## config.mk

```make
export PLATFORM = sky130hd
export DESIGN_NAME = bpf_datapath
export DESIGN_NICKNAME = d
export VERILOG_FILES = /design/src/design/bpf_pkg.sv /design/src/design/bpf_sdp_ram.sv /design/src/design/bpf_alu.sv /design/src/design/bpf_datapath.sv
export VERILOG_INCLUDE_DIRS = /design/src /design/src/design
export SDC_FILE = /design/constraint.sdc
export NUM_CORES = 1
export LEC_CHECK = 0
export BUFFER_PORTS_ARGS = -buffer_cell sky130_fd_sc_hd__buf_2
export CORE_MARGIN = 5
export CORE_UTILIZATION = 66
export DETAILED_ROUTE_END_ITERATION = 12
export GPL_TIMING_DRIVEN = 0
export PLACE_DENSITY = 0.86
export SLEW_MARGIN = 25
export SYNTH_ARGS = -nofsm -noshare
export SYNTH_HDL_FRONTEND = slang
export SYNTH_HIERARCHICAL = 1
export SYNTH_SLANG_ARGS = --single-unit
```

## constraint.sdc

```tcl
create_clock -name clk -period 8.8 [get_ports clk]
set_input_delay 0.44 -clock clk [delete_from_list [all_inputs] [get_ports clk]]
set_output_delay 0.44 -clock clk [all_outputs]
set_load 0.005 [all_outputs]
```

## src/design/bpf_defs.svh

```systemverilog
`ifndef BPF_DEFS_SVH
`define BPF_DEFS_SVH

// Memory sizes
`define BPF_CODE_AW     8
`define BPF_PKT_AW      8   // Packet is word addressed
`define BPF_SCRATCH_AW  4   // 16 scratch words

// Instruction class, opcode bits 2:0
`define BPF_CLASS_LD    3'h0
`define BPF_CLASS_LDX   3'h1
`define BPF_CLASS_ST    3'h2
`define BPF_CLASS_STX   3'h3
`define BPF_CLASS_ALU   3'h4
`define BPF_CLASS_JMP   3'h5
`define BPF_CLASS_RET   3'h6
`define BPF_CLASS_MISC  3'h7

// Load size, bits 4:3 (word only)
`define BPF_SIZE_W      2'h0

// Addressing mode, bits 7:5
`define BPF_MODE_IMM    3'h0
`define BPF_MODE_ABS    3'h1
`define BPF_MODE_IND    3'h2
`define BPF_MODE_MEM    3'h3
`define BPF_MODE_LEN    3'h4
`define BPF_MODE_MSH    3'h5

// ALU operation, bits 7:4
`define BPF_OP_ADD      4'h0
`define BPF_OP_SUB      4'h1
`define BPF_OP_OR       4'h4
`define BPF_OP_AND      4'h5
`define BPF_OP_LSH      4'h6
`define BPF_OP_RSH      4'h7
`define BPF_OP_NEG      4'h8
`define BPF_OP_XOR      4'ha

// Jump operation, bits 7:4
`define BPF_OP_JA       4'h0
`define BPF_OP_JEQ      4'h1
`define BPF_OP_JGT      4'h2
`define BPF_OP_JGE      4'h3
`define BPF_OP_JSET     4'h4

// MISC sub-op in bits 7:3
`define BPF_MISC_TAX    5'h00
`define BPF_MISC_TXA    5'h10

`define BPF_SRC_X       3   // X instead of K; RET X shares this bit
`define BPF_RVAL_A      4   // RET A instead of K

`endif

```

## src/design/bpf_pkg.sv

```systemverilog
`default_nettype none

`include "bpf_defs.svh"

package bpf_pkg;

    typedef logic [31:0]                 word_t;
    typedef logic [`BPF_CODE_AW-1:0]     code_addr_t;
    typedef logic [`BPF_PKT_AW-1:0]      pkt_addr_t;
    typedef logic [`BPF_SCRATCH_AW-1:0]  scr_addr_t;
    typedef logic [63:0]                 insn_t;      // opcode 63:48, jt, jf, k 31:0

    typedef enum logic [2:0] {
        ALU_ADD, ALU_SUB, ALU_AND, ALU_OR, ALU_XOR, ALU_LSH, ALU_RSH, ALU_NEG
    } alu_op_t;

    typedef enum logic [2:0] {
        A_SEL_IMM, A_SEL_PKT, A_SEL_MEM, A_SEL_LEN, A_SEL_ALU, A_SEL_X
    } a_sel_t;

    typedef enum logic [2:0] {
        X_SEL_IMM, X_SEL_PKT_MSH, X_SEL_MEM, X_SEL_LEN, X_SEL_A
    } x_sel_t;

    typedef enum logic [1:0] {PC_PLUS_1, PC_PLUS_JT, PC_PLUS_JF, PC_PLUS_K} pc_sel_t;

    typedef enum logic [2:0] {
        ST_IDLE, ST_FETCH, ST_DECODE, ST_MEM_WAIT, ST_ALU_WAIT, ST_DONE
    } ctrl_state_t;

endpackage

`default_nettype wire

```

## src/design/bpf_sdp_ram.sv

```systemverilog
`default_nettype none

// One write port, one registered read port
module bpf_sdp_ram #(
    parameter int WIDTH      = 32,
    parameter int DEPTH_LOG2 = 8
) (
    input  logic                  clk,
    input  logic                  wr_en,
    input  logic [DEPTH_LOG2-1:0] wr_addr,
    input  logic [WIDTH-1:0]      wr_data,
    input  logic [DEPTH_LOG2-1:0] rd_addr,
    output logic [WIDTH-1:0]      rd_data
);

    logic [WIDTH-1:0] mem [0:(1 << DEPTH_LOG2) - 1];

    always_ff @(posedge clk) begin
        if (wr_en) begin
            mem[wr_addr] <= wr_data;
        end
        rd_data <= mem[rd_addr];  // Old data on same-address write
    end

endmodule

`default_nettype wire

```

## src/design/bpf_alu.sv

```systemverilog
`default_nettype none

module bpf_alu (
    input  logic             clk,
    input  logic             rst,
    input  bpf_pkg::word_t   a,
    input  bpf_pkg::word_t   b,
    input  bpf_pkg::alu_op_t alu_op,
    input  logic             alu_en,
    output bpf_pkg::word_t   result,
    output logic             eq,
    output logic             gt,
    output logic             ge,
    output logic             set,
    output logic             alu_vld,
    input  logic             alu_ack
);
    import bpf_pkg::*;

    logic       shifting;    // Iterative shift running
    logic       shift_left;
    logic [5:0] shift_cnt;   // Positions left
    logic [5:0] shift_amt;
    logic       is_shift;
    word_t      comb_res;

    assign is_shift  = (alu_op == ALU_LSH) || (alu_op == ALU_RSH);
    assign shift_amt = (b > 32'd32) ? 6'd32 : b[5:0];  // Saturate, result is zero anyway

    // Single-cycle ops
    always_comb begin
        case (alu_op)
            ALU_ADD: comb_res = a + b;
            ALU_SUB: comb_res = a - b;
            ALU_AND: comb_res = a & b;
            ALU_OR:  comb_res = a | b;
            ALU_XOR: comb_res = a ^ b;
            ALU_NEG: comb_res = -a;
            default: comb_res = a;  // Shift starting value
        endcase
    end

    always_ff @(posedge clk) begin
        if (rst) begin
            shifting  <= 1'b0;
            shift_cnt <= '0;
            alu_vld   <= 1'b0;
        end else begin
            if (alu_vld && alu_ack) alu_vld <= 1'b0;
            if (alu_en) begin
                if (is_shift && shift_amt != 6'd0) begin
                    shifting  <= 1'b1;
                    shift_cnt <= shift_amt;
                end else begin
                    alu_vld <= 1'b1;  // Done next cycle
                end
            end else if (shifting) begin
                shift_cnt <= shift_cnt - 6'd1;
                if (shift_cnt == 6'd1) begin  // Last position
                    shifting <= 1'b0;
                    alu_vld  <= 1'b1;
                end
            end
        end
    end

    // Result and flags
    always_ff @(posedge clk) begin
        if (alu_en) begin
            result     <= comb_res;
            shift_left <= (alu_op == ALU_LSH);
            eq         <= (a == b);
            gt         <= (a > b);   // Unsigned compare
            ge         <= (a >= b);
            set        <= |(a & b);
        end else if (shifting) begin
            result <= shift_left ? (result << 1) : (result >> 1);
        end
    end

    // New command only once the previous result is consumed
    assert property (@(posedge clk) disable iff (rst) alu_en |-> !(shifting || alu_vld));

endmodule

`default_nettype wire

```

## src/design/bpf_datapath.sv

```systemverilog
`default_nettype none

module bpf_datapath (
    input  logic                clk,
    input  logic                rst,
    input  logic                a_en,
    input  bpf_pkg::a_sel_t     a_sel,
    input  logic                x_en,
    input  bpf_pkg::x_sel_t     x_sel,
    input  logic                pc_en,
    input  bpf_pkg::pc_sel_t    pc_sel,
    input  logic                pc_clr,
    input  logic                alu_en,
    input  bpf_pkg::alu_op_t    alu_op,
    input  logic                alu_ack,
    input  logic                b_use_x,
    input  logic                scr_wr_en,
    input  logic                scr_src_x,
    input  logic                addr_ind,
    input  bpf_pkg::insn_t      insn,
    input  bpf_pkg::word_t      pkt_rd_data,
    input  bpf_pkg::word_t      pkt_len,
    output bpf_pkg::code_addr_t pc,
    output bpf_pkg::pkt_addr_t  pkt_rd_addr,
    output logic                eq,
    output logic                gt,
    output logic                ge,
    output logic                set,
    output logic                alu_vld,
    output bpf_pkg::word_t      a,
    output bpf_pkg::word_t      x
);
    import bpf_pkg::*;

    word_t      k;
    logic [7:0] jt;
    logic [7:0] jf;
    word_t      b_opnd;
    word_t      alu_res;
    word_t      scr_rd_data;
    word_t      scr_wr_data;
    scr_addr_t  scr_addr;
    code_addr_t pc_next;

    assign k  = insn[31:0];
    assign jt = insn[47:40];
    assign jf = insn[39:32];

    assign b_opnd      = b_use_x ? x : k;
    assign pkt_rd_addr = pkt_addr_t'(addr_ind ? x + k : k);  // Word index
    assign scr_addr    = scr_addr_t'(k);                     // Low bits of k
    assign scr_wr_data = scr_src_x ? x : a;
    assign pc_next     = pc + code_addr_t'(1);  // Offsets count from here

    // Accumulator
    always_ff @(posedge clk) begin
        if (rst) begin
            a <= '0;
        end else if (a_en) begin
            case (a_sel)
                A_SEL_IMM: a <= k;
                A_SEL_PKT: a <= pkt_rd_data;  // abs and ind alike
                A_SEL_MEM: a <= scr_rd_data;
                A_SEL_LEN: a <= pkt_len;
                A_SEL_ALU: a <= alu_res;
                A_SEL_X:   a <= x;            // TXA
                default:   a <= a;
            endcase
        end
    end

    // Index register
    always_ff @(posedge clk) begin
        if (rst) begin
            x <= '0;
        end else if (x_en) begin
            case (x_sel)
                X_SEL_IMM:     x <= k;
                X_SEL_PKT_MSH: x <= {26'b0, pkt_rd_data[3:0], 2'b0};  // 4 * low nibble
                X_SEL_MEM:     x <= scr_rd_data;
                X_SEL_LEN:     x <= pkt_len;
                X_SEL_A:       x <= a;                                // TAX
                default:       x <= x;
            endcase
        end
    end

    always_ff @(posedge clk) begin
        if (rst || pc_clr) begin
            pc <= '0;
        end else if (pc_en) begin
            case (pc_sel)
                PC_PLUS_1:  pc <= pc_next;
                PC_PLUS_JT: pc <= pc_next + code_addr_t'(jt);
                PC_PLUS_JF: pc <= pc_next + code_addr_t'(jf);
                PC_PLUS_K:  pc <= pc_next + code_addr_t'(k);  // ja
                default:    pc <= pc_next;
            endcase
        end
    end

    bpf_alu i_bpf_alu (
        .clk     (clk),
        .rst     (rst),
        .a       (a),
        .b       (b_opnd),
        .alu_op  (alu_op),
        .alu_en  (alu_en),
        .result  (alu_res),
        .eq      (eq),
        .gt      (gt),
        .ge      (ge),
        .set     (set),
        .alu_vld (alu_vld),
        .alu_ack (alu_ack)
    );

    // Scratch memory M[]
    bpf_sdp_ram #(
        .WIDTH      ($bits(word_t)),
        .DEPTH_LOG2 ($bits(scr_addr_t))
    ) i_scratch_ram (
        .clk     (clk),
        .wr_en   (scr_wr_en),
        .wr_addr (scr_addr),
        .wr_data (scr_wr_data),
        .rd_addr (scr_addr),
        .rd_data (scr_rd_data)
    );

endmodule

`default_nettype wire

```

==> summary.md, run 1 <==
Of all flip-flops after synthesis, the portion carrying an async set or reset was 0%. Synthesis produced a netlist whose cell count is 2930. TritonCTS created 68 clock buffers. For this run the aggregate overflow at the end of global routing stands at 31. The number of clock sinks is 661. For the count of buffers added by post-CTS timing repair for setup, the log shows 0. The run gives 3 as the number of H-tree levels. Summed over all instances, the cell type with the most area after synthesis is edfxtp_1. The run gives 236 as the number of top-level design ports. The HPWL after detailed placement was 112400 µm; the die height was 241.8 µm. The tools report the synthesized net count as 3217. The logs give 6 for the number of warning messages in the yosys log and 66.31% for the initial standard-cell utilization of the core. The quantity of I/O buffers inserted on ports was 210; the number of hold buffers added after cts was 0. The synthesized netlist occupies a cell area of 35470 µm². After synthesis, the cell types taking the most area are edfxtp_1 (46%), mux4_2 (8.3%), dfxtp_1 (6.3%), ha_1 (4.7%), a21oi_1 (2.5%).

After synthesis, the most frequently instantiated cells are edfxtp_1 (549), nor2_1 (213), a21oi_1 (180), nand2_1 (169), o21ai_0 (145). Global routing used 81.60% of the available tracks. The post-cts sizing count is 0. The die is 241.8 µm wide. The flow did not finish. The final weighted congestion of routability-driven global placement is 1.089.

The most common cell in the synthesized netlist is edfxtp_1. The pin count of the biggest net entering global routing came out at 34. The number of antenna violations at the first check in global routing was 52. The clock passes through at most 3 buffers.

The sequential-to-total area share from yosys stat was 52.80%. The run gives 85 as the number of rows created at floorplan. It got as far as global routing and failed there.

The tool reported: "[ERROR GRT-0232] Routing congestion too high. Check the congestion heatmap in the GUI". The number of flops mapped to enable cells by yosys is 549. After synthesis the netlist holds a flip-flop and latch count of 661.

The per-instance average area after synthesis works out to 12.11 µm². For this run, the leading register cell type out of synthesis is edfxtp_1. The top cell type by area accounts for 46.48% of the synthesized area. The root buffer cell chosen for the clock tree is clkbuf_16.

The count of cell types in the netlist came out at 90.
cells by family after synthesis:
kind of cell,count (synthesis),synth area share [%]
buf+inv,333,3.877
simple gates,615,8.296
xor+xnor,58,1.471
mux,247,11.88
fa+ha+maj,136,4.882
flops,661,52.80
compound gates,880,16.80
through the flow:
stage	std cells	setup slack, ns	utilization, %	hold slack, ns	cell area [µm²]
2_1_floorplan	2930	4.830	-	0.4667	35470
3_3_place_gp	3836	2.452	69.90	0.4805	37390
3_5_place_dp	3869	2.636	71.05	0.5151	38010
4_1_cts	3991	3.264	75.14	0.03935	40200
layer usage:
metal / GRT usage, % / overflow
met5: 59.23 / 1
met4: 77.24 / 8
met3: 76.81 / 3
met2: 90.88 / 15
met1: 80.45 / 4
==> run 2, diff against run 1 <==
CORE_UTILIZATION = 40   (was 66)
PLACE_DENSITY = not set   (was 0.86)
PLACE_DENSITY_LB_ADDON = 0.15   (was not set)
==> summary.md, run 2 <==
The flow ran to the end, and the final reports show no timing, DRC or antenna violations. The number of buffers created by CTS is 74 (+8.8%), and the accumulated negative setup slack is 0 ns. The post-cts sizing count is 0 (unchanged), and the number of pins with negative max-slew slack in the final report is 0.

In this design, the stage delay of the slowest critical-path cell is 0.70 ns. Number of flops mapped to enable cells by yosys: 549 (unchanged). TritonCTS built the clock tree. Derived from the worst setup path, the maximum achievable clock frequency is 0.1780 GHz.

At the later pin of the worst-skew pair, clock insertion delay measures 0.65 ns. After detailed routing, the average wire length per cell comes to 31.82 µm. Area fraction of the dominant cell type after synthesis: 46.48% (unchanged). The non-filler instance count after layout is 4481, and the worst slew slack as a fraction of its limit is 34.74%. Synthesis-to-finish area growth: 15.65%. The most numerous cell in the Yosys netlist is edfxtp_1. The sequential-to-total area share from yosys stat is 52.80% (unchanged).

In this run, the number of DRC markers left after iteration 0 of detailed routing was 3160. After floorplanning, the core was sized to cover 88240 µm². The number of warning messages in the yosys log is 6 (unchanged), and the clock transition at the register clock pins on the worst setup and hold paths after CTS is 0.07 ns. Data on the critical path arrives at its endpoint at 5.95 ns. The tools report the buffer levels on the longest clock path as 3 (unchanged).

Final hold analysis gives a worst-case slack of 0.09111 ns. The floorplan step defined a die boundary enclosing 94730 µm². The run gives 0 as the total count of hold-check failures in the final report. Sorting the synthesized cells by how often they occur yields edfxtp_1 (549), nor2_1 (213), a21oi_1 (180), nand2_1 (169), o21ai_0 (145).

The layer flagged by global routing as most heavily used is met2. The number of top-level design ports was 236 (unchanged); the final critical-path required period was 5.618 ns. At the worst endpoint, the required time is 9.13 ns. In the routed design, unresolved DRC markers number 0. The run gives 4341 (+12%) as the instance count after placement with tap cells included. The total chip power came out at 8.111 mW. Flip-flop and latch count after synthesis: 661 (unchanged).

The slew at the pin closest to its max-slew limit is 0.9789 ns. Global routing consumed, on the met1 layer, 37.71% of the routing resources. The first-pass GRT wire length is 201200 µm.

The proportion of synthesized flip-flops having asynchronous set or reset works out to 0% (unchanged). For the synthesized instance count, the log shows 2930 (unchanged). The buffers plus inverters on the worst setup path is 4, and the cell area after technology mapping is 35470 µm² (unchanged). The HPWL after detailed placement came out at 110500 µm (-1.6%). The detailed-routing iteration count for the pre-antenna-repair pass is 7, and the top fanout value on the critical path is 10. The power density relative to cell area is 197.7 nW/µm². The final layout contains 3540 nets. The tools report the number of H-tree levels as 3 (unchanged). The horizontal die dimension came out at 307.8 µm (+27%). The worst clock skew came out at 0.04082 ns.

The top cell types in the final layout, fill and taps aside, are edfxtp_1 (549), buf_2 (244), nor2_1 (201). The die height came out at 307.8 µm (+27%). The post-route netlist has 20.01% of its cells at a drive strength greater than 1. Most common library cell in the layout ignoring fill and taps: edfxtp_1. The worst setup path is captured at a flop. The tools report the number of clock sinks as 661 (unchanged). Global routing finished with a remaining overflow of 0. In the final layout, the multi-input gates occupy 15480 µm².

After detailed routing, the number of vias per cell comes to 6.219. The logs give 0 for the max capacitance violation total and 18730 µm² for the register cell area after layout. Cell accounting for the most synthesized area: edfxtp_1. The final weighted congestion of routability-driven global placement came out at 0.9785 (-10%).

The tools report the met3 track demand over resource as 5.013%. The routed design has 142600 µm of wire. Per-instance average area after synthesis: 12.11 µm² (unchanged). Number of global-route vias before repair: 27.56k. The startpoint type of the worst setup path was a primary input. Ranked by flip-flop count, first place goes to i_scratch_ram/mem. Summing over every cut layer, the via total after detailed routing is 27.87k. The initial standard-cell utilization of the core came out at 40.20% (-26 points). The number of rows created at floorplan came out at 109 (+28%).

The cell family contributing the most delay on the critical path is compound AO/OA/AOI/OAI gates. The quantity of I/O buffers inserted on ports was 210 (unchanged). Of the available clock period, the critical path in the final layout requires 63.85%. The analysis attributes to cell leakage a power of 14.67 nW.

The count of cell types in the netlist was 90 (unchanged). Setup violations remaining at the end of the flow were counted as 0. The tightest min-delay check is of the in -> reg type. Flip-flop cell with the highest count after synthesis: edfxtp_1.

Setup repair after global routing left no endpoint under its margin. The synthesized net count is 3217 (unchanged). Ranked by total cell area, the synthesized netlist is headed by edfxtp_1 (46%), mux4_2 (8.3%), dfxtp_1 (6.3%), ha_1 (4.7%), a21oi_1 (2.5%).

For the filler cell count, the log shows 8073. The most numerous cell type found on the critical path is clkbuf_1. Entering global routing, the biggest net connects 34 pins. Number of nets with antenna violations after detailed routing: 0. The register with the most flip-flops in the layout has 512 of them. The worst-case IR drop observed on VDD is 0.1402 mV. The slowest stage of the critical path belongs to the cell clkbuf_1. Critical setup path kind: in -> reg. In this run the clock root is driven by a clkbuf_16. Walking the worst path, the cells encountered are clkbuf_1 -> clkbuf_1 -> mux2_2 -> inv_1 -> ha_1 -> clkbuf_1 -> nor2b_1 -> o21ai_0 -> a31oi_1 -> a2111oi_2 -> o21a_1 -> o21ai_0 -> a21oi_1 -> xnor2_1 -> a211oi_1 -> a221oi_1. The logs give 10 for the number of antenna violations at the first check in global routing and 48.36% for the met2 usage.

The global-route total usage across every layer is 29.23%.
[run 2: cell counts after synthesis]
Identical to the previous run, type by type.
[run 2: final cells by class]
type / count / area share, %
clock inverter: 37 / 0.9181
sequential: 661 / 45.65
antenna: 8 / 0.04880
buffer: 215 / 2.272
timing repair buffer: 247 / 3.929
tap: 1165 / 3.553
clock buffer: 94 / 4.798
inverter: 118 / 1.080
multi-input combinational: 1936 / 37.75
[run 2: logic make-up after synthesis]
family	share of synthesized area [%]
AOI/OAI and AO/OA	16.80
DFF	52.80
and+or+nand+nor	8.296
buffers and inverters	3.877
muxes	11.88
adders and majority gates	4.882
xor gates and xnor gates	1.471
[run 2: worst min-delay path, delay by kind of cell]
| family | cells | cell delay [ns] |
|---|---|---|
| buffers and inverters | 1 | 0.12 |
| AOI/OAI and AO/OA | 1 | 0.07 |
| and+or+nand+nor | 1 | 0.05 |
[run 2: report_power, final]
| group | switching [mW] | total [mW] | internal, mW |
|---|---|---|---|
| Combinational | 0.944 | 1.44 | 0.496 |
| Clock | 1.26 | 3.02 | 1.76 |
| Sequential | 0.128 | 3.65 | 3.52 |
| Total | 2.33 | 8.11 | 5.78 |
[run 2: final timing paths]
kind / startpoint / end / slack, ns / cells after the start
hold reg to reg: i_bpf_alu/shift_cnt[5] / i_bpf_alu/shift_cnt[5] / 0.52 / 2
hold / removal: insn[29] / x[29] / 0.09 / 3
setup / recovery: b_use_x / i_bpf_alu/result[28] / 3.18 / 16
setup reg to reg: x[16] / i_bpf_alu/result[28] / 3.60 / 14
[run 2: timing repair]
item                                    in CTS  in global routing
hold buffers                                 1                  0
endpoints found under the setup margin       0                  0
endpoints found under the hold margin        3                  0
setup buffers                                0                  0
[run 2: metal layers]
layer,vias to the layer above,routed length (µm)
li1,12050,-
met1,14080,56440
met2,1387,68160
met3,349,10280
met4,2,7719
met5,-,13
[run 2: per-stage QoR]
step           area (µm²)  setup slack, ns  util (%)
2_1_floorplan       35470            4.830         -
3_3_place_gp        37980            1.962     43.04
3_5_place_dp        38650            2.776     43.80
4_1_cts             41000            3.411     46.47
5_1_grt             41000            3.100     46.47
6_report            41020            3.182     46.49
Note: power is estimated with default switching activity, not from simulation.
==> run 3, diff against run 2 <==
clock period = 5 ns   (was 8.8 ns; I/O delays follow)
==> summary.md, run 3 (synthesis gave the netlist of run 2 again) <==
The final weighted congestion of routability-driven global placement is 0.9785 (unchanged). By startpoint and endpoint, the worst setup path is classified as reg -> reg. The largest incremental delay on the critical path works out to 0.74 ns (+0.04 ns). The slew at the pin closest to its max-slew limit is 0.9493 ns (-0.02960 ns), and the final critical-path required period is 4.850 ns. The class of the tightest hold or removal check was in -> reg.

For the count of endpoints failing setup in the final report, the log shows 0 (unchanged). STA classifies the critical path startpoint as a flop. The power density relative to cell area is 346.4 nW/µm² (+75%).

The number of nets with antenna violations after detailed routing is 0 (unchanged). Total count of hold-check failures in the final report: 0 (unchanged). The DRC violations left is 0 (unchanged), and the horizontal die dimension is 307.8 µm (unchanged). In the layout the commonest cells are edfxtp_1 (549), buf_2 (244), nor2_1 (201). Root cell of the clock tree: clkbuf_16. The buffers plus inverters on the worst setup path was 2 (-2).

STA classifies the critical path endpoint as a flop. Of the available clock period, the critical path in the final layout requires 97.01%. The tools report the highest ir drop seen on vdd as 0.2463 mV (+76%). The flow ran to the end, and the final reports show no timing, DRC or antenna violations. The top fanout value on the critical path came out at 11 (+1).

Clock transition at the register clock pins on the worst setup and hold paths after CTS: 0.07 ns (about the same). The first-pass GRT wire length was 201600 µm (+0.24%). The global-route total usage across every layer came out at 29.28% (+0.046 points). The register with the most flip-flops in the final layout is i_scratch_ram/mem. The internal power contribution came out at 10.19 mW (+76%). The number of global-route vias before repair came out at 27.63k (+0.24%). Traced cell by cell, the critical path runs through inv_1 -> ha_1 -> clkbuf_1 -> nand3_1 -> nor4b_1 -> a211oi_2 -> a31oi_1 -> a21oi_1 -> o21ai_0 -> xor2_1 -> a221oi_2 -> a211oi_1. The logs give 8061 (-0.15%) for the filler cell count and 142600 µm (about the same) for the routed wire length. The net switching share of the total power is 28.73% (about the same), and the instance count after placement with tap cells included is 4341 (unchanged).

The share of power burned in the clock network is 37.2% (about the same), and the synthesis-to-finish area growth is 16.34%. The final core area utilization is 46.77% (+0.28 points). The buffer levels on the longest clock path was 3 (unchanged); the final layout net count was 3562 (+0.62%). The worst clock skew was 0.04135 ns (+0.0005274 ns). On the critical path, the stage with the largest delay is an instance of dfxtp_1. For the total via count after detailed routing, the log shows 27.89k (+0.061%). The max capacitance violation total was 0 (unchanged); the worst slew slack as a fraction of its limit was 36.48% (+1.7 points). The tools report the initial standard-cell utilization of the core as 40.20% (unchanged). The layout cell share with drive strength beyond 1 came out at 20.12% (+0.11 points).

TritonCTS built the clock tree. Detailed-routing iteration count for the pre-antenna-repair pass: 8 (+1). The register share of total power came out at 44.9% (about the same).

The kind of cell adding the most delay to the critical path is compound AO/OA/AOI/OAI gates. The via-per-instance ratio was 6.198 (-0.34%); the switching power total was 4.107 mW (+76%). The logs give 5.19 ns (-0.76 ns) for the arrival time at the worst endpoint and 0.2062 GHz for the highest clock frequency the design can meet.

Most common library cell in the layout ignoring fill and taps: edfxtp_1. The number of antenna violations at the first check in global routing was 8 (-2); the floorplan core area was 88240 µm² (unchanged). The number of H-tree levels is 3 (unchanged), and the number of clock sinks is 661 (unchanged).

The floorplan die area is 94730 µm² (unchanged), and the quantity of I/O buffers inserted on ports is 210 (unchanged). For the static power due to leakage, the log shows 14.78 nW (+0.75%). The number of pins with negative max-slew slack in the final report was 0 (unchanged); the number of flip-flops in the largest register was 512 (unchanged). The HPWL after detailed placement came out at 110500 µm (unchanged). The count of routing violations after the opening detailed-route iteration was 3123 (-1.2%); the power share of the combinational group was 17.9% (about the same). The run gives 5.34 ns (-3.79 ns) as the required arrival time at the worst endpoint. The run gives 0 ns (unchanged) as the accumulated negative setup slack. For the non-filler instance count after layout, the log shows 4499 (+0.40%). The logs give 74 (unchanged) for the number of buffers created by CTS and 41270 µm² (+0.60%) for the post-route cell area. The number of rows created at floorplan came out at 109 (unchanged). The minimum hold slack is 0.04482 ns (-0.04629 ns). The clock latency reported for the late side of the worst-skew pair is 0.65 ns (about the same), and the post-detailed-route wirelength per cell is 31.70 µm (-0.38%). The die height is 307.8 µm (unchanged), and the global route total overflow is 0 (unchanged). The pin count of the biggest net entering global routing is 34 (unchanged), and the number of top-level design ports is 236 (unchanged). Setup repair after global routing left no endpoint under its margin. The post-place instance area came out at 38650 µm² (unchanged).
## run 3: path summary, 6_finish.rpt
kind	from	slack, ns	cells past startpoint	to
max	a[9]	0.15	12	i_bpf_alu/result[27]
min	insn[23]	0.04	3	a[23]
max reg2reg	a[9]	0.15	12	i_bpf_alu/result[27]
min reg2reg	i_bpf_alu/shift_cnt[5]	0.52	2	i_bpf_alu/shift_cnt[5]
## run 3: timing repair
action | CTS | global route
resized for setup | 3 | 8
hold buffers | 23 | 0
buffers inserted | 0 | 0
hold endpoints to repair | 40 | 0
setup endpoints to repair | 3 | 6
## run 3: per-layer routing
metal | vias up | track usage, % | wire, µm
met5 | - | 0 | 13
li1 | 12090 | - | -
met4 | 2 | 13.61 | 7573
met1 | 14140 | 37.86 | 56800
met3 | 330 | 4.855 | 9939
met2 | 1329 | 48.47 | 68320
## run 3: worst register-to-register path, cell delays in order (launching register included)
cell and delay [ns]:
dfxtp_1 0.74, inv_1 0.28, ha_1 0.35, clkbuf_1 0.37
nand3_1 0.22, nor4b_1 0.67, a211oi_2 0.26, a31oi_1 0.26
a21oi_1 0.14, o21ai_0 0.62, xor2_1 0.19, a221oi_2 0.36
a211oi_1 0.10
## run 3: area by class of cell
class	count	area (µm²)	share of cell area, %
Antenna cell	4	10.01	0.02426
Clock inverter	37	376.6	0.9126
Timing Repair Buffer	269	1832	4.439
Inverter	118	442.9	1.073
Sequential cell	661	18730	45.39
Tap cell	1165	1458	3.532
Multi-Input combinational cell	1936	15510	37.59
Clock buffer	94	1968	4.769
Buffer	215	937.1	2.271
## run 3: through the flow
| stage | setup slack, ns | total power [mW] |
|---|---|---|
| 6_report | 0.1496 | 14.29 |
| 5_1_grt | 0.01212 | 14.81 |
| 4_1_cts | 0.008331 | 14.34 |
| 3_5_place_dp | -0.8337 | 8.998 |
| 3_3_place_gp | -1.648 | 8.958 |
| 2_1_floorplan | 1.220 | 7.947 |
## run 3: power groups by stage
stage                     logic, mW  clock network (mW)  registers (mW)
after detailed placement       2.47                   0            6.53
after floorplan                1.53                   0            6.42
after CTS                      2.50                5.43            6.41
after global placement         2.43                   0            6.53
after global routing           2.72                5.65            6.43
final                          2.55                5.32            6.42
