### config.mk
export PLATFORM = sky130hd
export DESIGN_NAME = bpf_controller
export DESIGN_NICKNAME = d
export VERILOG_FILES = /design/src/design/bpf_pkg.sv /design/src/design/bpf_controller.sv
export VERILOG_INCLUDE_DIRS = /design/src /design/src/design
export SDC_FILE = /design/constraint.sdc
export NUM_CORES = 1
export LEC_CHECK = 0
export BUFFER_PORTS_ARGS = -buffer_cell sky130_fd_sc_hd__buf_2
export CORE_ASPECT_RATIO = 0.5
export CORE_MARGIN = 2
export CORE_UTILIZATION = 45
export DETAILED_ROUTE_END_ITERATION = 8
export PLACE_DENSITY = 0.8
export SYNTH_ARGS = -nofsm -noshare
export SYNTH_HDL_FRONTEND = slang
export SYNTH_SLANG_ARGS = --single-unit
export TNS_END_PERCENT = 10
### constraint.sdc
create_clock -name clk -period 10.3 [get_ports clk]
set_input_delay 0.515 -clock clk [delete_from_list [all_inputs] [get_ports clk]]
set_output_delay 0.515 -clock clk [all_outputs]
set_load 0.01 [all_outputs]
### src/design/bpf_defs.svh
`ifndef BPF_DEFS_SVH
`define BPF_DEFS_SVH

// Memory sizes
`define BPF_CODE_AW     8
`define BPF_PKT_AW      8   // Packet is word addressed
`define BPF_SCRATCH_AW  4   // 16 scratch words

// Instruction class, opcode bits 2:0
`define BPF_CLASS_LD    3'h0
`define BPF_CLASS_LDX   3'h1
`define BPF_CLASS_ST    3'h2
`define BPF_CLASS_STX   3'h3
`define BPF_CLASS_ALU   3'h4
`define BPF_CLASS_JMP   3'h5
`define BPF_CLASS_RET   3'h6
`define BPF_CLASS_MISC  3'h7

// Load size, bits 4:3 (word only)
`define BPF_SIZE_W      2'h0

// Addressing mode, bits 7:5
`define BPF_MODE_IMM    3'h0
`define BPF_MODE_ABS    3'h1
`define BPF_MODE_IND    3'h2
`define BPF_MODE_MEM    3'h3
`define BPF_MODE_LEN    3'h4
`define BPF_MODE_MSH    3'h5

// ALU operation, bits 7:4
`define BPF_OP_ADD      4'h0
`define BPF_OP_SUB      4'h1
`define BPF_OP_OR       4'h4
`define BPF_OP_AND      4'h5
`define BPF_OP_LSH      4'h6
`define BPF_OP_RSH      4'h7
`define BPF_OP_NEG      4'h8
`define BPF_OP_XOR      4'ha

// Jump operation, bits 7:4
`define BPF_OP_JA       4'h0
`define BPF_OP_JEQ      4'h1
`define BPF_OP_JGT      4'h2
`define BPF_OP_JGE      4'h3
`define BPF_OP_JSET     4'h4

// MISC sub-op in bits 7:3
`define BPF_MISC_TAX    5'h00
`define BPF_MISC_TXA    5'h10

`define BPF_SRC_X       3   // X instead of K; RET X shares this bit
`define BPF_RVAL_A      4   // RET A instead of K

`endif

### src/design/bpf_pkg.sv
`default_nettype none

`include "bpf_defs.svh"

package bpf_pkg;

    typedef logic [31:0]                 word_t;
    typedef logic [`BPF_CODE_AW-1:0]     code_addr_t;
    typedef logic [`BPF_PKT_AW-1:0]      pkt_addr_t;
    typedef logic [`BPF_SCRATCH_AW-1:0]  scr_addr_t;
    typedef logic [63:0]                 insn_t;      // opcode 63:48, jt, jf, k 31:0

    typedef enum logic [2:0] {
        ALU_ADD, ALU_SUB, ALU_AND, ALU_OR, ALU_XOR, ALU_LSH, ALU_RSH, ALU_NEG
    } alu_op_t;

    typedef enum logic [2:0] {
        A_SEL_IMM, A_SEL_PKT, A_SEL_MEM, A_SEL_LEN, A_SEL_ALU, A_SEL_X
    } a_sel_t;

    typedef enum logic [2:0] {
        X_SEL_IMM, X_SEL_PKT_MSH, X_SEL_MEM, X_SEL_LEN, X_SEL_A
    } x_sel_t;

    typedef enum logic [1:0] {PC_PLUS_1, PC_PLUS_JT, PC_PLUS_JF, PC_PLUS_K} pc_sel_t;

    typedef enum logic [2:0] {
        ST_IDLE, ST_FETCH, ST_DECODE, ST_MEM_WAIT, ST_ALU_WAIT, ST_DONE
    } ctrl_state_t;

endpackage

`default_nettype wire

### src/design/bpf_controller.sv
`default_nettype none

`include "bpf_defs.svh"

module bpf_controller (
    input  logic             clk,
    input  logic             rst,
    input  logic             start,
    input  logic             verdict_ack,
    input  bpf_pkg::insn_t   code_rd_data,
    input  logic             eq,
    input  logic             gt,
    input  logic             ge,
    input  logic             set,
    input  logic             alu_vld,
    input  bpf_pkg::word_t   a,
    input  bpf_pkg::word_t   x,
    output logic             a_en,
    output bpf_pkg::a_sel_t  a_sel,
    output logic             x_en,
    output bpf_pkg::x_sel_t  x_sel,
    output logic             pc_en,
    output bpf_pkg::pc_sel_t pc_sel,
    output logic             pc_clr,
    output logic             alu_en,
    output bpf_pkg::alu_op_t alu_op,
    output logic             alu_ack,
    output logic             b_use_x,
    output logic             scr_wr_en,
    output logic             scr_src_x,
    output logic             addr_ind,
    output bpf_pkg::insn_t   insn,
    output logic             busy,
    output logic             verdict_vld,
    output bpf_pkg::word_t   verdict
);
    import bpf_pkg::*;

    ctrl_state_t state;
    ctrl_state_t next_state;
    insn_t       ir;          // Held past decode
    logic [7:0]  op8;         // Classic BPF code byte
    logic [2:0]  cls;
    logic [2:0]  mode;
    logic [3:0]  op;
    logic        alu_ok;
    logic        taken;
    logic        ret_load;
    word_t       ret_val;

    assign insn = (state == ST_DECODE) ? code_rd_data : ir;  // Fresh word during decode
    assign op8  = insn[55:48];
    assign cls  = op8[2:0];
    assign mode = op8[7:5];
    assign op   = op8[7:4];

    assign b_use_x     = op8[`BPF_SRC_X];
    assign addr_ind    = (mode == `BPF_MODE_IND);
    assign scr_src_x   = (cls == `BPF_CLASS_STX);
    assign busy        = (state != ST_IDLE);
    assign verdict_vld = (state == ST_DONE);
    assign pc_clr      = (state == ST_IDLE) && start;

    always_comb begin
        alu_ok = 1'b1;
        case (op)
            `BPF_OP_ADD: alu_op = ALU_ADD;
            `BPF_OP_SUB: alu_op = ALU_SUB;
            `BPF_OP_AND: alu_op = ALU_AND;
            `BPF_OP_OR:  alu_op = ALU_OR;
            `BPF_OP_XOR: alu_op = ALU_XOR;
            `BPF_OP_LSH: alu_op = ALU_LSH;
            `BPF_OP_RSH: alu_op = ALU_RSH;
            `BPF_OP_NEG: alu_op = ALU_NEG;
            default: begin
                alu_op = ALU_SUB;           // Jumps only use the flags
                alu_ok = 1'b0;              // mul, div, mod
            end
        endcase
        case (op)
            `BPF_OP_JEQ: taken = eq;
            `BPF_OP_JGT: taken = gt;
            `BPF_OP_JGE: taken = ge;
            default:     taken = set;       // jset
        endcase
    end

    always_comb begin
        next_state = state;
        a_en       = 1'b0;
        a_sel      = A_SEL_IMM;
        x_en       = 1'b0;
        x_sel      = X_SEL_IMM;
        pc_en      = 1'b0;
        pc_sel     = PC_PLUS_1;
        alu_en     = 1'b0;
        alu_ack    = 1'b0;
        scr_wr_en  = 1'b0;
        ret_load   = 1'b0;
        ret_val    = '0;
        case (state)
            ST_IDLE:  if (start) next_state = ST_FETCH;
            ST_FETCH: next_state = ST_DECODE;          // Code RAM read in flight
            ST_DECODE: begin
                next_state = ST_FETCH;
                pc_en      = 1'b1;
                case (cls)
                    `BPF_CLASS_LD: begin
                        a_en = 1'b1;
                        if (mode == `BPF_MODE_LEN) a_sel = A_SEL_LEN;
                        if (mode == `BPF_MODE_MEM || ((mode == `BPF_MODE_ABS
                                || addr_ind) && op8[4:3] == `BPF_SIZE_W)) begin
                            a_en       = 1'b0;          // Wait for RAM
                            pc_en      = 1'b0;
                            next_state = ST_MEM_WAIT;
                        end else if (mode != `BPF_MODE_IMM && mode != `BPF_MODE_LEN) begin
                            next_state = ST_DONE;       // Bad load
                        end
                    end
                    `BPF_CLASS_LDX: begin
                        x_en = 1'b1;
                        if (mode == `BPF_MODE_LEN) x_sel = X_SEL_LEN;
                        if (mode == `BPF_MODE_MEM || mode == `BPF_MODE_MSH) begin
                            x_en       = 1'b0;
                            pc_en      = 1'b0;
                            next_state = ST_MEM_WAIT;
                        end else if (mode != `BPF_MODE_IMM && mode != `BPF_MODE_LEN) begin
                            next_state = ST_DONE;
                        end
                    end
                    `BPF_CLASS_ST, `BPF_CLASS_STX: scr_wr_en = 1'b1;
                    `BPF_CLASS_ALU, `BPF_CLASS_JMP: begin
                        pc_sel = PC_PLUS_K;             // ja
                        if (cls == `BPF_CLASS_ALU ? alu_ok : op != `BPF_OP_JA) begin
                            pc_en      = 1'b0;
                            alu_en     = 1'b1;
                            next_state = ST_ALU_WAIT;
                        end
                        if (cls == `BPF_CLASS_ALU ? !alu_ok : op > `BPF_OP_JSET) begin
                            pc_en      = 1'b0;
                            next_state = ST_DONE;
                        end
                    end
                    `BPF_CLASS_RET: begin
                        pc_en      = 1'b0;
                        next_state = ST_DONE;
                        ret_val    = op8[`BPF_RVAL_A] ? a : op8[`BPF_SRC_X] ? x : insn[31:0];
                    end
                    default: begin                      // MISC
                        a_sel = A_SEL_X;
                        x_sel = X_SEL_A;
                        a_en  = (op8[7:3] == `BPF_MISC_TXA);
                        x_en  = (op8[7:3] == `BPF_MISC_TAX);
                        if (!a_en && !x_en) next_state = ST_DONE;
                    end
                endcase
                if (next_state == ST_DONE) begin       // Verdict, zero for a bad opcode
                    {a_en, x_en, pc_en, scr_wr_en, alu_en} = '0;
                    ret_load = 1'b1;
                end
            end
            ST_MEM_WAIT: begin
                next_state = ST_FETCH;
                pc_en      = 1'b1;
                a_en       = (cls == `BPF_CLASS_LD);
                x_en       = (cls == `BPF_CLASS_LDX);
                a_sel      = (mode == `BPF_MODE_MEM) ? A_SEL_MEM : A_SEL_PKT;
                x_sel      = (mode == `BPF_MODE_MEM) ? X_SEL_MEM : X_SEL_PKT_MSH;
            end
            ST_ALU_WAIT: if (alu_vld) begin
                next_state = ST_FETCH;
                alu_ack    = 1'b1;
                pc_en      = 1'b1;
                a_sel      = A_SEL_ALU;
                a_en       = (cls == `BPF_CLASS_ALU);
                if (cls == `BPF_CLASS_JMP) pc_sel = taken ? PC_PLUS_JT : PC_PLUS_JF;
            end
            default: if (verdict_ack) next_state = ST_IDLE;  // Done, hold until ack
        endcase
    end

    always_ff @(posedge clk) begin
        if (rst) state <= ST_IDLE;
        else     state <= next_state;
    end

    always_ff @(posedge clk) begin
        if (state == ST_DECODE) ir <= code_rd_data;
        if (ret_load) verdict <= ret_val;
    end

    // Verdict held steady under back-pressure
    assert property (@(posedge clk) disable iff (rst)
        verdict_vld && !verdict_ack |=> verdict_vld && $stable(verdict));

endmodule

`default_nettype wire

Word level (Yosys, flattened, before mapping)
Cells that the tools add are included.
W data, S select, Z words.
Word-level totals
  flip-flop bits (word level): 99
  bits in latches: 0
  memory bits (writable): 0
  memory bits (read-only): 0
  bits of input ports: 137
  output and inout bits: 119
  logic and storage cells: 117
  memories: 0
Operators by class
  add/subtract/negate cells: 0
  $mul: 0
  divide/modulo/power cells: 0
  $lt $le $gt $ge: 1
  equality and inequality tests: 30
  shift-type cells: 0
  mux-type cells: 57
  bitwise logic cells: 0
  reductions and logical operators: 26
Operators with widths (number)
  $mux W32: 2
  $mux W64: 1
  $mux W3: 11
  $pmux W3 S5: 2
  $eq A3 B3 Y1 const B: 8
  $mux W1: 22
  $pmux W3 S7: 1
  $eq A3 B2 Y1 const B: 6
  $pmux W3 S2: 3
  $eq A4 B3 Y1 const B: 4
  $mux W2: 6
  $reduce_or A6 Y1: 2
  $eq A3 B1 Y1 const B: 3
  $pmux W1 S3: 3
  $pmux W3 S3: 1
  $eq A4 B2 Y1 const B: 2
  $eq A4 B4 Y1 const B: 2
  $reduce_or A8 Y1: 1
  $logic_not A3 Y1: 2
  $pmux W1 S2: 3
  $reduce_bool A3 Y1: 2
  $reduce_bool A6 Y1: 1
  $eq A5 B5 Y1 const B: 1
  $logic_not A5 Y1: 1
  other kinds (15): 24

Longest topological paths before layout
Gate-level depths: netlist (run 1).
  word-level depth: 13
  mapped depth: 9
  mapped depth without buffers: 7

Least setup slack after synthesis (run 1)
Ideal clock, no wire load.
  path type: register to register
  start point: register state[0]
  end point: register verdict[0] (enable)
  setup time: 0.421 ns
  arrival time: 3.240 ns
  data required time: 9.879 ns
  setup slack: 6.639 ns
  cell stages (with the launch flop): 9
  path buffers: 1
  period minus slack after synthesis: 3.661 ns
  path through: dfxtp_1 > buf_2 > nor3b_4 > mux2i_1 > inv_2 > a211oi_1 > o2bb2ai_1 > o211ai_1 > nor2_1
On the way
  longest elaborated chain between the ends: 13
  elaborated cells on any way between the ends: 54
  classes of those cells: order compare: 1; eq/ne: 21; mux: 14; reduce/logical: 18
Ends and longest elaborated chain
  start, declared: line bpf_controller.sv:39  | ctrl_state_t state;
  start signal, assigned: line bpf_controller.sv:184  | else state <= next_state;
  $eq A3 B2 Y1 *: line bpf_controller.sv:51  | assign insn = (state == ST_DECODE) ? code_rd_data : ir;
  $mux W64 *
  via insn[53]: line bpf_controller.sv:32  | output bpf_pkg::insn_t insn,
  $eq A4 B1 Y1 (tied with other cells): line bpf_controller.sv:66  | case (op)
  $reduce_or A8 Y1 (no line)
  $mux W1: line bpf_controller.sv:66
  $mux W1 (no line) or $logic_not A1 Y1 (tied branches)
  $mux W3 or $mux W1 (tied branches)
  $mux W3: line bpf_controller.sv:139  | if (cls == `BPF_CLASS_ALU ? !alu_ok : op > `BPF_OP_JSET) begin
  $pmux W3 S5 *: line bpf_controller.sv:107  | case (cls)
  $mux W3 *: line bpf_controller.sv:101  | case (state)
  $eq A3 B3 Y1 *: line bpf_controller.sv:157  | if (next_state == ST_DONE) begin
  $mux W1 *: line bpf_controller.sv:157
  $mux W1 *: line bpf_controller.sv:101
  via ret_load: line bpf_controller.sv:48  | logic ret_load;
  end signal, assigned: line bpf_controller.sv:189  | if (ret_load) verdict <= ret_val;
  end, declared: line bpf_controller.sv:35  | output bpf_pkg::word_t verdict
Mark *: on every way through the listed nets, which the timed path passes. The rest lies on a longest branch. The select of a mux whose other input is x is not followed.
A chain may end at the register's enable or synchronous reset.

Final worst setup path (run 1)
  start point: register state[1]
  end point: output port x_en
On the way
  longest elaborated chain between the ends: 13
  elaborated cells on any way between the ends: 58
  classes of those cells: order compare: 1; eq/ne: 22; mux: 16; reduce/logical: 19
Ends and longest elaborated chain
  $eq A3 B2 Y1: line bpf_controller.sv:51, bpf_controller.sv:101
  $mux W64
  $eq A4 B1 Y1 (tied with other cells): line bpf_controller.sv:66
  $reduce_or A8 Y1 (no line)
  $mux W1: line bpf_controller.sv:66
  $mux W1 (no line) or $logic_not A1 Y1 (tied branches)
  $mux W3 or $mux W1 (tied branches)
  $mux W3: line bpf_controller.sv:139
  $pmux W3 S5: line bpf_controller.sv:107
  $mux W3: line bpf_controller.sv:101
  $eq A3 B3 Y1: line bpf_controller.sv:157
  $mux W1: line bpf_controller.sv:157
  $pmux W1 S2 *: line bpf_controller.sv:101
  end, declared: line bpf_controller.sv:20  | output logic x_en,
Every way passes the cells marked *; elsewhere a longest branch is shown, timed or not. The select of a mux whose other input is x is not followed.

==> results.yml, run 1 <==
run_status:
  status: "finished clean"
final_layout:
  fin_nets: 954
  fillers: 943
  area_growth_pct: 32.97
  stdcell_count: 962
  design_area_mm2: 0.006479
  layout-drive-gt1-share_pct: 35.64
  regArea_mm2: 0.002302
  diodes: 0
  multi_input_area_mm2: 0.002374
placed_design:
  port-buffer-count: 255
  place.detailed.hpwl_mm: 10.25
  place_congestion: 0.8624
  placed_cells: 946
  dpl_cell_area_mm2: 0.006180
  dp_worst_setup_slack_ns: 6.273
die:
  ios: 256
  die_y_um: 77.58
  dieArea_mm2: 0.01173
  rows: 26
  die_x_um: 151.2
  initial_utilization_pct: 46.95
  coreArea_mm2: 0.01038
clock_tree:
  cts.sinks: 99
  h-tree-depth: 3
  cts-resized-gates: 0
  cts_tree: "built"
  postCtsSetupRepairBufs: 0
  cts_root_buf: "clkbuf_16"
  cts_hold_buf: 0
  clk-insertion-delay-late_ns: 0.33
  cts_made_buffers: 9
  clk_pin_slew_ns: 0.07
  cts_max_path_buffers: 2
pwr:
  irDropWorstVdd_uv: 166.3
  total_power_mw: 2.067
  p_leak_nw: 3.164
  powerDensity_mw_per_mm2: 319.0
timing:
  drv_slew: 0
  skew_ns: 0.006333
  fin_crit_sh_pct: 40.88
  hold_viol: 0
  rsz0062_at_grt: "no"
  finalWorstSetupSlack_ns: 6.089
  clock.fmax_mhz: 237.5
  period_needed_ns: 4.211
  setup_tns_ns: 0
  setup_viol: 0
  maxSlewHeadroom_pct: 22.99
  worst_slew_pin_slew_ns: 1.155
global_route:
  antenna_found_initial: 0
  grt_pass1_vias: 4706
  grt_overflow_total: 0
  gr-usage-all-layers_pct: 23.83
  grt_max_degree: 77
  grt_pass1_wl_mm: 22.52
routing:
  wire_per_inst_um: 14.99
  vias_per_cell: 5.312
  drc_errors: 0
  routedLengthMet1_mm: 5.926
  dr.pass1.iters: 5
  vias: 5110
  wl_met3_um: 820
  drt-total-wl_mm: 14.42
  top_layer_used: "met4"
  wl_met2_mm: 7.389
  antenna_left: 0
  first_iter_violations: 425
synth:
  synthFlopType: "dfxtp_1"
  yosysSeqAreaShare_pct: 47.25
  synth_top_area_share_pct: 27.53
  yosysMostFrequentCell: "nand2_1"
  ys_ff_latch: 99
  yosysWarnings: 0
  synthCells: 588
  synthArstFlopShare_pct: 0
  synth_area_per_cell_um2: 8.286
  synth_nets: 725
  synth_edf_count: 32
  synthTopCellsByArea: "dfxtp_1 28%, edfxtp_1 20%, nand2_1 17%, a311o_1 6.6%, a21oi_1 3.7%"
  synth_area_mm2: 0.004872
  yosys.area.top_type: "dfxtp_1"
  synthDistinctLibCells: 63
  ys_top_cells_by_count: "215 x nand2_1, 67 x dfxtp_1, 46 x nor2_1, 36 x a21oi_1"
hold_path:
  hold_path_class: "in2reg"
setup_path:
  crit_required_ns: 9.79
  path_max_fanout: 76
  arrival_ns: 3.70
  path_class: "reg2out"
  cp-end-kind: "output port"
  start_kind: "flop"
flow_run:
  cap_violations: 0
-- worst paths after layout --
kind | start | end | slack, ns | cells past startpoint
worst min-delay path | code_rd_data[57] | ir[57] | 0.38 | 3
worst max register to register | state[1] | verdict[23] | 6.20 | 8
worst min register to register | ir[38] | ir[38] | 0.45 | 2
worst max-delay path | state[1] | x_en | 6.09 | 9
-- layout make-up --
cell class                      instances  share of cell area (%)
Sequential cell                        99                   35.54
Clock buffer                           12                   4.133
Clock inverter                          4                  0.4828
Inverter                                8                  0.4635
Multi-Input combinational cell        441                   36.64
Tap cell                              140                   2.704
Timing Repair Buffer                  258                   20.05
-- layer usage --
metal,vias to the layer above,global-route usage (%)
li1,2505,-
met1,2381,29.58
met2,199,42.55
met3,25,4.294
met4,0,6.822
met5,-,0
-- sequential cells by signal, indices dropped and copies added, names as in the netlist --
name     cells
ir          64
state        3
verdict     32
-- cell families (layout without fill, tap and decap cells) --
| family | count (synthesis) | in the layout | synth area share [%] |
|---|---|---|---|
| AO/OA/AOI/OAI | 112 | 112 | 17.31 |
| flip-flops | 99 | 99 | 47.25 |
| buffers and inverters | 48 | 282 | 4.443 |
| AND/OR/NAND/NOR | 314 | 314 | 27.56 |
| XOR/XNOR | 2 | 2 | 0.3596 |
| multiplexers | 13 | 13 | 3.082 |
-- critical path: stages, from the launching register on --
cell       delay [ns]
dfxtp_1          0.53
nor3b_4          0.24
buf_4            0.70
mux2i_1          0.47
inv_2            0.15
a211oi_1         0.37
o2bb2ai_1        0.21
o211ai_1         0.23
a31o_1           0.30
buf_2            0.14
-- per-stage QoR --
| stage | util (%) | hold slack [ns] |
|---|---|---|
| floorplan | - | 0.4794 |
| global placement | 59.55 | 0.4241 |
| detailed placement | 59.55 | 0.4291 |
| CTS | 62.43 | 0.3727 |
| global route | 62.43 | 0.3790 |
| finish | 62.43 | 0.3843 |
-- placed cells by master (no fill, tap or decap), types with 2 or more instances in the layout --
cell type  instances
buf_2            255
nand2_1          215
dfxtp_1           67
nor2_1            45
a21oi_1           36
a311o_1           32
edfxtp_1          32
clkbuf_16         10
o21ai_0            9
nand2b_1           9
nand3_1            8
mux2i_1            5
nor3b_1            5
or3_1              5
inv_1              5
nor2b_1            4
nand3b_1           4
inv_2              3
mux2i_2            3
o31ai_1            3
nor4_1             3
o21ai_1            3
a211oi_1           3
buf_4              3
mux2_2             2
nor3_1             2
nand4_1            2
o22ai_1            2
a22oi_1            2
or2_2              2
xnor2_1            2
or4_1              2
a31oi_1            2
a32oi_1            2
clkinv_4           2
-- report_power, final --
group	switching, mW	total (mW)	internal [mW]
combinational	0.689	1.10	0.412
sequential	0.0717	0.635	0.563
clock	0.144	0.330	0.187
total	0.905	2.07	1.16
Power figures use the tool's default switching activity.
==> run 2, diff against run 1 <==
==> constraint.sdc (replaced) <==
create_clock -name clk -period 4.3 [get_ports clk]
set_input_delay 0.215 -clock clk [delete_from_list [all_inputs] [get_ports clk]]
set_output_delay 0.215 -clock clk [all_outputs]
set_load 0.01 [all_outputs]
==> run 2 against run 1 <==
Net effect:
- via count grew 0.74%
- combinational power grew 140%
- worst setup slack lost 5.4 ns
- worst hold slack lost 0.31 ns
- non-clock buffer count grew 1
- critical endpoint unchanged
- largest cell class unchanged
==> results.yml, run 2 (synthesis results as in run 1) <==
run_status:
  status: "finished clean"
final_layout:
  area_growth_pct: 33.51
  final_common_cell: "buf_2"
  design_area_mm2: 0.006505
  top_regs: "ir x64, verdict x32, state x3"
  final_cell_mix: "255 x buf_2, 215 x nand2_1, 67 x dfxtp_1, 45 x nor2_1, 36 x a21oi_1"
  fillers: 936
  fin_nets: 955
  stdcell_count: 964
  layout-drive-gt1-share_pct: 35.72
  largest_register_ffs: 64
  regMostFlops: "ir"
  postLayoutCoreUtil_pct: 62.68
placed_design:
  dp_worst_setup_slack_ns: 0.8257
  dpl_cell_area_mm2: 0.006212
  place_congestion: 0.8990
  placed_cells: 947
  place.detailed.hpwl_mm: 10.36
  port-buffer-count: 255
global_route:
  grt_overflow_total: 0
  grt_pass1_vias: 4777
  gr-usage-all-layers_pct: 24.27
  grt_max_degree: 76
  grt_pass1_wl_mm: 22.82
  antenna_found_initial: 1
routing:
  vias: 5148
  drt-total-wl_mm: 14.46
  antenna_left: 0
  wire_per_inst_um: 15.00
  drc_errors: 0
  first_iter_violations: 517
  dr.pass1.iters: 5
  vias_per_cell: 5.340
setup_path:
  r2r-start: "state[2]"
  crit_chain: "or3b_4, mux2i_2, inv_2, a211oi_4, o2bb2ai_1, o211ai_1, a31o_1, buf_2"
  crit_start: "state[2]"
  rrSetupSlack_ns: 0.76
  crit_slowest_cell: "or3b_4"
  crit_required_ns: 4.09
  cp-end-kind: "output port"
  start_kind: "flop"
  crit_buf_inv: 2
  path_class: "reg2out"
  critPathMaxStageDelay_ns: 0.85
  critical_path.top_delay_family: "compound AO/OA/AOI/OAI gates"
  path_max_fanout: 75
  arrival_ns: 3.43
pwr:
  p_leak_nw: 3.173
  powerDensity_mw_per_mm2: 763.6
  total_power_mw: 4.967
  irDropWorstVdd_uv: 381.8
clock_tree:
  h-tree-depth: 3
  clk_pin_slew_ns: 0.06
  cts_made_buffers: 9
  cts_hold_buf: 0
  postCtsSetupRepairBufs: 0
  cts_root_buf: "clkbuf_16"
  cts_tree: "built"
  cts_max_path_buffers: 2
  clk-insertion-delay-late_ns: 0.33
  cts.sinks: 99
  cts-resized-gates: 0
timing:
  fin_crit_sh_pct: 84.66
  rsz0062_at_grt: "no"
  setup_viol: 0
  whs_ns: 0.07831
  worst_slew_pin_slew_ns: 1.248
  period_needed_ns: 3.640
  clock.fmax_mhz: 274.7
  skew_ns: 0.006571
  finalWorstSetupSlack_ns: 0.6596
  drv_slew: 0
  setup_tns_ns: 0
  maxSlewHeadroom_pct: 16.57
  hold_viol: 0
hold_path:
  hold_path.startpoint: "rst"
  hold_path_class: "in2reg"
die:
  initial_utilization_pct: 46.95
  die_y_um: 77.58
  dieArea_mm2: 0.01173
  coreArea_mm2: 0.01038
  rows: 26
  ios: 256
  die_x_um: 151.2
flow_run:
  cap_violations: 0
run 2: cell count changes in the layout (fill, tap and decap cells not counted), sizes merged:
cell	delta
inv	+1
clkinvlp	+1
buf	+1
clkbuf	+1
clkinv	-3
diode	+1
run 2: worst paths after layout:
check	endpoint	cells after the start
max	x_en	8
min reg2reg	ir[38]	2
min	state[2]	2
max reg2reg	verdict[15]	7
run 2: layer usage:
layer / up-vias / GRT usage, % / share of wire, % / routed length, um
li1: 2517 / - / - / -
met2: 199 / 42.50 / 51 / 7413
met3: 26 / 4.706 / 6.1 / 882
met1: 2406 / 30.12 / 40 / 5839
met4: 0 / 8.224 / 2.3 / 330
met5: - / 0 / 0 / 0
run 2: report_power, final:
group,switching [mW],internal [mW]
Sequential,0.176,1.35
Combinational,1.65,1.02
Clock,0.336,0.441
Total,2.16,2.81
run 2: layout make-up:
cell class / instances / area [um^2] / area share (%)
clock inverter: 3 / 20.02 / 0.3078
sequential: 99 / 2302 / 35.39
antenna: 1 / 2.502 / 0.03847
timing repair buffer: 259 / 1331 / 20.47
inverter: 8 / 30.03 / 0.4616
clock buffer: 13 / 270.3 / 4.155
tap: 140 / 175.2 / 2.693
multi-input combinational: 441 / 2374 / 36.49
==> run 3, diff against run 2 <==
--- a/config.mk
+++ b/config.mk
@@ -9,9 +9,9 @@
 export BUFFER_PORTS_ARGS = -buffer_cell sky130_fd_sc_hd__buf_2
 export CORE_ASPECT_RATIO = 0.5
 export CORE_MARGIN = 2
-export CORE_UTILIZATION = 45
+export CORE_UTILIZATION = 41
 export DETAILED_ROUTE_END_ITERATION = 8
-export PLACE_DENSITY = 0.8
+export PLACE_DENSITY = 0.77
 export SYNTH_ARGS = -nofsm -noshare
 export SYNTH_HDL_FRONTEND = slang
 export SYNTH_SLANG_ARGS = --single-unit
==> constraint.sdc (replaced) <==
create_clock -name clk -period 3.1 [get_ports clk]
set_input_delay 0.155 -clock clk [delete_from_list [all_inputs] [get_ports clk]]
set_output_delay 0.155 -clock clk [all_outputs]
set_load 0.01 [all_outputs]
==> run 3 against run 2 <==
Net effect:
- routed wire length up 3.4%
- combinational power increased by 43%
- non-clock buffer count grew 14
- die area grew 9.4%
- power is 42% higher
- global-route usage shrank 2.0 points
==> results.yml, run 3 (synthesis results as in run 1) <==
setup_path:
  crit_slowest_cell: "dfxtp_2"
  path_class: "reg2out"
  rr_worst_depth: 7
  start_kind: "flop"
  path_max_fanout: 19
  crit_chain: "nor3b_4, buf_6, mux2_1, a31oi_1, o2111ai_1, o211a_1, o31ai_2, buf_2"
  critPathMaxStageDelay_ns: 0.39
  cp-end-kind: "output port"
  arrival_ns: 2.77
  crit_required_ns: 2.94
routing:
  first_iter_violations: 315
  vias_per_cell: 5.158
  vias: 5173
  dr.pass1.iters: 5
  wire_per_inst_um: 14.91
  antenna_left: 0
  drt-total-wl_mm: 14.95
  drc_errors: 0
final_layout:
  area_growth_pct: 36.98
  layout-drive-gt1-share_pct: 37.11
  diodes: 0
  fin_nets: 970
  top_regs: "ir x64, verdict x32, state x3"
  stdcell_count: 1003
  final_cell_mix: "255 x buf_2, 215 x nand2_1, 65 x dfxtp_1, 45 x nor2_1, 36 x a21oi_1"
  design_area_mm2: 0.006674
  largest_register_ffs: 64
  postLayoutCoreUtil_pct: 57.04
  regMostFlops: "ir"
  final_common_cell: "buf_2"
die:
  ios: 256
  rows: 28
  die_y_um: 81.08
  coreArea_mm2: 0.01170
  dieArea_mm2: 0.01282
  initial_utilization_pct: 41.64
  die_x_um: 158.2
global_route:
  grt_overflow_total: 0
  grt_pass1_wl_mm: 22.60
  grt_max_degree: 42
  antenna_found_initial: 0
  use_met3_pct: 4.109
  grt_use_met2_pct: 38.83
  met1_usage_pct: 28.27
  gr-max-usage-layer: "met2"
  gr-usage-all-layers_pct: 22.27
  grt_pass1_vias: 4610
timing:
  maxSlewHeadroom_pct: 67.64
  hold_viol: 0
  drv_slew: 0
  whs_ns: 0.01749
  setup_tns_ns: 0
  period_needed_ns: 2.925
  rsz0062_at_grt: "no"
  worst_slew_pin_slew_ns: 0.4809
  clock.fmax_mhz: 341.9
  setup_viol: 0
  skew_ns: 0.006015
  finalWorstSetupSlack_ns: 0.1753
  fin_crit_sh_pct: 94.35
hold_path:
  hold_depth: 3
  hold_path_class: "in2reg"
run_status:
  status: "finished clean"
placed_design:
  placed_cells: 984
  dpl_cell_area_mm2: 0.006334
  port-buffer-count: 255
  place_congestion: 0.9020
  dp_worst_setup_slack_ns: 0.3418
  place.detailed.hpwl_mm: 11.14
clock_tree:
  cts_made_buffers: 9
  h-tree-depth: 3
  cts_root_buf: "clkbuf_16"
  cts_max_path_buffers: 2
  cts.sinks: 99
  cts_tree: "built"
  clk_pin_slew_ns: 0.07
  clk-insertion-delay-late_ns: 0.33
pwr:
  swShare_pct: 43.00
  seqPwrFrac_pct: 29.9
  pwr-share-clk_pct: 16.0
  powerDensity_mw_per_mm2: 1060
  irDropWorstVdd_uv: 438.4
  total_power_mw: 7.075
  p_leak_nw: 3.247
  intPower_mw: 4.033
  p_comb_share_pct: 54.1
  switchingPower_mw: 3.043
flow_run:
  cap_violations: 0
==> run 3: path summary, 6_finish.rpt <==
check                    from          end  slack [ns]
max                  state[0]         a_en        0.18
min          code_rd_data[35]       ir[35]        0.02
max reg2reg          state[2]  verdict[21]        0.37
min reg2reg            ir[44]       ir[44]        0.44
==> run 3: critical path: cells and delay by family, from the launching register on <==
family	cells	cell delay, ns
buffers and inverters	2	0.43
multiplexers	1	0.38
AO/OA/AOI/OAI	4	0.86
AND/OR/NAND/NOR	1	0.38
flip-flops	1	0.39
==> run 3: area by class of cell <==
| class | count | area, um^2 |
|---|---|---|
| repair buffers | 273 | 1443 |
| well taps | 165 | 206.4 |
| fillers | 1130 | 5027 |
| inverters | 8 | 30.03 |
| flip-flops and latches | 99 | 2305 |
| clock buffers | 11 | 242.7 |
| clock inverters | 5 | 60.06 |
| multi-input cells | 442 | 2387 |
==> run 3: layer usage <==
layer	up-vias	wire, um
met5	-	0
met2	174	7450
met1	2421	6284
met4	0	378
met3	37	838
li1	2541	-
==> run 3: what timing repair did <==
action                     4_1_cts  5_1_grt
setup endpoints to repair        2        3
gates cloned                     0        1
hold buffers                     1        0
hold endpoints to repair         2        0
pin swaps                        0        2
buffers inserted                 0        1
resized for setup                2        2
==> run 3: power groups by stage <==
| stage | clock, mW | combinational [mW] | sequential, mW |
|---|---|---|---|
| 2_1_floorplan | 0 | 2.50 | 2.07 |
| 3_3_place_gp | 0 | 3.71 | 2.11 |
| 3_5_place_dp | 0 | 3.77 | 2.13 |
| 4_1_cts | 1.17 | 3.79 | 2.11 |
| 5_1_grt | 1.21 | 4.22 | 2.17 |
| 6_report | 1.13 | 3.83 | 2.11 |
